<file path="src/verilog/icache_params.svh">
`ifndef ICACHE_PARAMS_SVH
`define ICACHE_PARAMS_SVH

// Byte address width of the fetch port and the refill bus.
`define ICACHE_ADDR_W 20

// 16 direct-mapped lines.
`define ICACHE_INDEX_W 4

// 32-byte line of 32-bit words.
`define ICACHE_WORDS_PER_LINE 8

// A line arrives as two 128-bit beats.
`define ICACHE_BEATS_PER_LINE 2

// Address width minus 5 offset bits minus the index bits.
`define ICACHE_TAG_W 11

`endif

</file>
<file path="src/verilog/fill_bus_pkg.sv">
`include "icache_params.svh"

package fill_bus_pkg;

   // One beat carries half a line.
   typedef logic [32*`ICACHE_WORDS_PER_LINE/`ICACHE_BEATS_PER_LINE-1:0] beat_t;

   typedef logic [$clog2(`ICACHE_BEATS_PER_LINE)-1:0] beat_sel_t;

   // Tag, index and beat number of the beat being fetched.
   typedef logic [`ICACHE_TAG_W+`ICACHE_INDEX_W+$bits(beat_sel_t)-1:0] beat_addr_t;

endpackage

</file>
<file path="src/verilog/icache_pkg.sv">
`include "icache_params.svh"

package icache_pkg;

   // Word address, byte offset bits dropped.
   typedef logic [`ICACHE_ADDR_W-3:0] word_addr_t;

   typedef logic [`ICACHE_TAG_W-1:0] tag_t;

   typedef logic [`ICACHE_INDEX_W-1:0] index_t;

   typedef logic [$clog2(`ICACHE_WORDS_PER_LINE)-1:0] word_sel_t;

   typedef struct packed {
      logic valid;
      tag_t tag;
   } tag_entry_t;

   typedef logic [31:0] instr_t;

endpackage

</file>
<file path="src/verilog/icache_ifs.sv">
`timescale 1ns/1ns

interface miss_if
   import icache_pkg::*;
();
   logic      miss;
   tag_t      tag;
   index_t    index;
   word_sel_t word_sel;

   modport master (output miss, tag, index, word_sel);
   modport slave (input miss, tag, index, word_sel);
endinterface

interface line_write_if
   import icache_pkg::*, fill_bus_pkg::*;
();
   logic      beat_we;
   logic      tag_we;
   index_t    index;
   beat_sel_t beat_sel;
   beat_t     beat;
   tag_t      tag;
   logic      replay;
   word_sel_t word_sel;

   modport master (output beat_we, tag_we, index, beat_sel, beat, tag, replay, word_sel);
   modport lookup (input tag_we, index, tag, replay);
   modport readout (input beat_we, index, beat_sel, beat, replay, word_sel);
endinterface

</file>
<file path="src/verilog/icache_lookup.sv">
`timescale 1ns/1ns

`include "icache_params.svh"

module icache_lookup
   import icache_pkg::*;
(
   input  logic          clk_i,
   input  logic          rst_i,
   input  logic          fetch_i,
   input  word_addr_t    addr_i,
   output logic          busy_o,
   miss_if.master        miss,
   line_write_if.lookup  wr,
   output logic          hit_o,
   output index_t        hit_index_o,
   output word_sel_t     hit_word_o
);
   localparam int WORD_W  = $bits(word_sel_t);
   localparam int INDEX_W = `ICACHE_INDEX_W;
   localparam int TAG_LSB = WORD_W + INDEX_W;
   localparam int LINES   = 1 << INDEX_W;

   tag_t       tag;
   index_t     index;
   word_sel_t  word;
   tag_entry_t entry;
   tag_entry_t new_entry;
   logic       hit;
   logic       accept;
   logic       busy_q;

   assign tag   = addr_i[TAG_LSB +: `ICACHE_TAG_W];
   assign index = addr_i[WORD_W +: INDEX_W];
   assign word  = addr_i[WORD_W-1:0];

   assign new_entry.valid = 1'b1;
   assign new_entry.tag   = wr.tag;

   icache_store #(
      .DEPTH   (LINES),
      .entry_t (tag_entry_t)
   ) tag_store (
      .clk_i   (clk_i),
      .rst_i   (rst_i),
      .we_i    (wr.tag_we),
      .waddr_i (wr.index),
      .raddr_i (index),
      .wdata_i (new_entry),
      .rdata_o (entry)
   );

   assign hit    = entry.valid && (entry.tag == tag);
   assign accept = fetch_i && !busy_q; // Strobes during a refill are dropped.

   assign hit_o       = accept && hit;
   assign hit_index_o = index;
   assign hit_word_o  = word;

   assign miss.miss     = accept && !hit;
   assign miss.tag      = tag;
   assign miss.index    = index;
   assign miss.word_sel = word;

   always_ff @(posedge clk_i) begin
      if (rst_i) begin
         busy_q <= 1'b0;
      end else if (miss.miss) begin
         busy_q <= 1'b1;
      end else if (wr.replay) begin
         busy_q <= 1'b0; // Falls with instr_valid_o.
      end
   end

   assign busy_o = busy_q;

endmodule

</file>
<file path="src/verilog/icache_store.sv">
`timescale 1ns/1ns

module icache_store
   import icache_pkg::*;
#(
   parameter int  DEPTH   = 16,
   parameter type entry_t = tag_entry_t
)(
   input  logic                     clk_i,
   input  logic                     rst_i,
   input  logic                     we_i,
   input  logic [$clog2(DEPTH)-1:0] waddr_i,
   input  logic [$clog2(DEPTH)-1:0] raddr_i,
   input  entry_t                   wdata_i,
   output entry_t                   rdata_o
);
   entry_t mem [DEPTH];

   always_ff @(posedge clk_i) begin
      if (rst_i) begin
         for (int i = 0; i < DEPTH; i++) begin
            mem[i] <= '0; // All lines invalid.
         end
      end else if (we_i) begin
         mem[waddr_i] <= wdata_i;
      end
   end

   assign rdata_o = mem[raddr_i]; // Read through, same cycle.

endmodule

</file>
<file path="src/flat_wrapper.sv">
// flat-port wrapper written by rule: the top's interface ports become plain ports
module icache_lookup_flat import icache_pkg::*;
  (clk_i, rst_i, fetch_i, addr_i, busy_o, hit_o, hit_index_o, hit_word_o, miss_miss, miss_tag, miss_index, miss_word_sel, wr_tag_we, wr_index, wr_tag, wr_replay);
  miss_if miss_i ();
  line_write_if wr_i ();
  input  logic clk_i;
  input  logic rst_i;
  input  logic fetch_i;
  input  word_addr_t addr_i;
  output logic busy_o;
  output logic hit_o;
  output index_t hit_index_o;
  output word_sel_t hit_word_o;
  output wire logic [$bits(miss_i.miss)-1:0] miss_miss;
  output wire logic [$bits(miss_i.tag)-1:0] miss_tag;
  output wire logic [$bits(miss_i.index)-1:0] miss_index;
  output wire logic [$bits(miss_i.word_sel)-1:0] miss_word_sel;
  input wire logic [$bits(wr_i.tag_we)-1:0] wr_tag_we;
  input wire logic [$bits(wr_i.index)-1:0] wr_index;
  input wire logic [$bits(wr_i.tag)-1:0] wr_tag;
  input wire logic [$bits(wr_i.replay)-1:0] wr_replay;
  assign miss_miss = miss_i.miss;
  assign miss_tag = miss_i.tag;
  assign miss_index = miss_i.index;
  assign miss_word_sel = miss_i.word_sel;
  assign wr_i.tag_we = wr_tag_we;
  assign wr_i.index = wr_index;
  assign wr_i.tag = wr_tag;
  assign wr_i.replay = wr_replay;
  icache_lookup u_core (.clk_i(clk_i), .rst_i(rst_i), .fetch_i(fetch_i), .addr_i(addr_i), .busy_o(busy_o), .miss(miss_i), .wr(wr_i), .hit_o(hit_o), .hit_index_o(hit_index_o), .hit_word_o(hit_word_o));
endmodule
</file>
<file path="config.mk">
export PLATFORM = sky130hd
export DESIGN_NAME = icache_lookup_flat
export DESIGN_NICKNAME = d
export VERILOG_FILES = /design/src/verilog/fill_bus_pkg.sv /design/src/verilog/icache_pkg.sv /design/src/verilog/icache_ifs.sv /design/src/verilog/icache_lookup.sv /design/src/verilog/icache_store.sv /design/src/flat_wrapper.sv
export VERILOG_INCLUDE_DIRS = /design/src /design/src/verilog
export SDC_FILE = /design/constraint.sdc
export NUM_CORES = 1
export LEC_CHECK = 0
export BUFFER_PORTS_ARGS = -buffer_cell sky130_fd_sc_hd__buf_2
export CORE_ASPECT_RATIO = 1.25
export CORE_MARGIN = 4
export CORE_UTILIZATION = 62
export CTS_BUF_LIST = sky130_fd_sc_hd__clkbuf_4
export CTS_CLUSTER_SIZE = 8
export DETAILED_ROUTE_END_ITERATION = 12
export PLACE_DENSITY = 0.87
export SYNTH_ARGS = -nofsm -noshare
export SYNTH_HDL_FRONTEND = slang
export SYNTH_SLANG_ARGS = --single-unit
</file>
<file path="constraint.sdc">
create_clock -name clk_i -period 2.95 [get_ports clk_i]
set_input_delay 0 -clock clk_i [delete_from_list [all_inputs] [get_ports clk_i]]
set_output_delay 0 -clock clk_i [all_outputs]
set_load 0.005 [all_outputs]
</file>
==> results.toml <==
[min_path]
hold_depth = 0
worst_hold_path_type = "input pin to primary output"
min_to = "hit_word_o[2]"
min_from = "addr_i[2]"

[finish]
post-route-util = 0.694
finalNetCount = 740
mostFrequentLayoutCells = "177 x and2_1, 176 x edfxtp_1, 56 x buf_2"
drive_gt1_frac = 0.241
multiInputGateArea_um2 = 3310
n_fill_cell = 951
syn_to_final_growth_pct = 8.45
layout_commonest_cell = "and2_1"
ff_latch_area_um2 = 5630

[clocking]
cts.path.max_buffers = 2
clockRootBuffer = "clkbuf_4"
cts_sinks = 193
clk_latency_ns = 0.57
cts_made_buffers = 17
cts.clk_slew.worst_paths_ns = 0.15
post-cts-setup-buffers = 0
h-tree-depth = 4
cts_tree = "done"

[synthesis]
synth_top_cell_by_area = "edfxtp_1"
synth_compound_area_frac = 0.0389
synthSimpleGateAreaFrac = 0.157
synth.distinct_cells = 45
synth-edff-count = 176
synth_mux_area_frac = 0.147
yosysWarnings = 0
dominantRegCellSynth = "edfxtp_1"
synth.ff_latch_count = 193
yosysTopAreaCellShare = 0.566
synth_top_family_by_area = "simple AND/OR/NAND/NOR gates"
synthXorXnorAreaFrac = 0.00845
synth-async-reset-ratio = 0
syn_area_per_cell_um2 = 14.1
synth_area_leaders = "edfxtp_1 57%, and2_1 12%, mux4_2 10%"
synthAdderAreaFrac = 0
syn_area_um2 = 9330
ys_seq_area_frac = 0.603
syn-num-nets = 699
synth_cells = 661

[route]
drc = 0
ant_nets = 0
first_pass_iters = 5
drt_iter0_markers = 614
wirelength_um = 22300
routed_via_density = 6.42
wl_per_cell_um = 24.9
vias = 5739

[critical_path]
slowest_stage = "mux4_2"
critPathLaunchType = "flip-flop"
critPathRequiredTime_ns = 2.95
r2r_setup_slack_ns = -0.03
worst-setup-path-type = "flip-flop to primary output"
path_cells = "mux4_2, xor2_1, or3_1, a311oi_2, nand4_1, o311ai_4, inv_1, buf_2"
cp_max_fo = 2
timing.critical_path.buf_inv = 2
arrival_ns = 3.00
reg2regPathDepth = 8
critPathTopFamily = "compound AO/OA/AOI/OAI gates"
timing.rr.end = "u_core.busy_o"
critPathMaxStageDelay_ns = 0.48
cp-end-kind = "primary output"
timing.rr.start = "u_core.tag_store.mem[13][0]"

[timing]
maxClockFrequency_ghz = 0.334
period_needed_ns = 3.00
finClkSkew_ns = 0.0125
hold_viol = 0
rsz0062_at_grt = "yes"
tightest_slew_ns = 1.27
worst_slack_ns = -0.0476
layout_worst_path_cycle_share = 1.02
max-slew-margin-rel = 0.152
maxSlewViolCount = 0
finalSetupViolations = 3

[global_routing]
overflow = 0
grt_max_degree = 37
grt_antenna_before_repair = 1
grt_pass1_wl_um = 33500
grt_pass1_vias = 5871
grtUsageTotal = 0.263

[pwr]
total_power_uw = 5250
p_per_area_nw_per_um2 = 519
ir_worst_vdd_v = 0.000330
p_leak_uw = 0.00383

[placed_design]
portBuffers = 56
hpwl_um = 14700
gp_congestion = 0.860
place_ws_ns = 0.111

[outcome]
outcome = "finished, violations left"
violations = "setup timing"

[floorplanning]
fp.dieW_um = 118
die_h_um = 145
ios = 66
core-area_um2 = 14600
row_count = 49
die-area_um2 = 17100
start_util = 0.640

[run]
cap_viol_max_count = 0
worst max path at each step:
stage                          endpoint                         from  slack (ns)  depth (start not counted)
after floorplan           u_core.busy_o  u_core.tag_store.mem[13][2]        0.76                          7
after global placement    u_core.busy_o                    addr_i[4]        0.29                          9
after detailed placement  u_core.busy_o                    addr_i[4]        0.11                          9
after CTS                         hit_o  u_core.tag_store.mem[13][0]       -0.06                          7
after global routing              hit_o  u_core.tag_store.mem[12][0]       -0.17                          7
final                         miss_miss  u_core.tag_store.mem[13][0]       -0.05                          8
metrics by stage:
step,hold WS [ns],std cells,area [µm²],TNS (ns)
6_report,0.00000289,894,10100,-0.115
5_1_grt,0.0000129,894,10100,-0.468
4_1_cts,0.0000536,893,10100,-0.0945
3_5_place_dp,0.0000536,846,9640,0
3_3_place_gp,0.0000536,846,9640,0
2_1_floorplan,0.0691,661,9330,0
synth_stat cells, drive strengths merged, types with 4 or more instances:
master / count
clkbuf: 33
mux2: 6
nor3: 6
a21o: 16
nor2: 16
nand4: 4
dfxtp: 17
nand2b: 8
edfxtp: 176
o21ai: 16
buf: 43
mux4: 43
and2: 177
o22ai: 5
mux2i: 34
nand2: 13
xnor2: 6
or2: 5
or3: 4
registers in the layout (all words and copies together) (netlist names):
signal                cells
u_core.tag_store.mem    192
u_core.busy_o             1
repair_timing:
| item | in CTS | in global routing |
|---|---|---|
| pin swaps | 5 | 2 |
| gates resized for setup | 3 | 0 |
| hold buffers | 15 | 0 |
| endpoints found under the setup margin | 2 | 3 |
| hold endpoints to repair | 180 | 0 |
| gates cloned | 0 | 0 |
cell families (layout without fill, tap and decap cells):
kind of cell           count (synthesis)  after routing
buffers and inverters                 79            133
other                                  0              1
flip-flops                           193            193
XOR/XNOR                               9              9
AND/OR/NAND/NOR                      245            245
multiplexers                          83             83
AO/OA/AOI/OAI                         52             52
cell type report:
type / count / area share
sequential: 193 / 0.556
multi-input combinational: 389 / 0.327
clock buffer: 17 / 0.0126
antenna: 1 / 0.000247
inverter: 3 / 0.00111
tap: 178 / 0.0220
clock inverter: 15 / 0.0176
timing repair buffer: 98 / 0.0638
metal layers:
metal | up-vias | global-route usage | part of all wire
met3 | 69 | 0.0592 | 0.097
met1 | 2828 | 0.329 | 0.36
met5 | - | 0 | 0
li1 | 2473 | - | -
met2 | 369 | 0.440 | 0.51
met4 | 0 | 0.120 | 0.037
power by group:
part / switching (µW) / leakage [µW] / total [µW] / internal [µW]
clock network: 914 / 0.000155 / 1510 / 595
logic: 317 / 0.00186 / 566 / 249
registers: 52.9 / 0.00182 / 3180 / 3120
total: 1280 / 0.00383 / 5250 / 3970
Note: power is estimated with default switching activity, not from simulation.
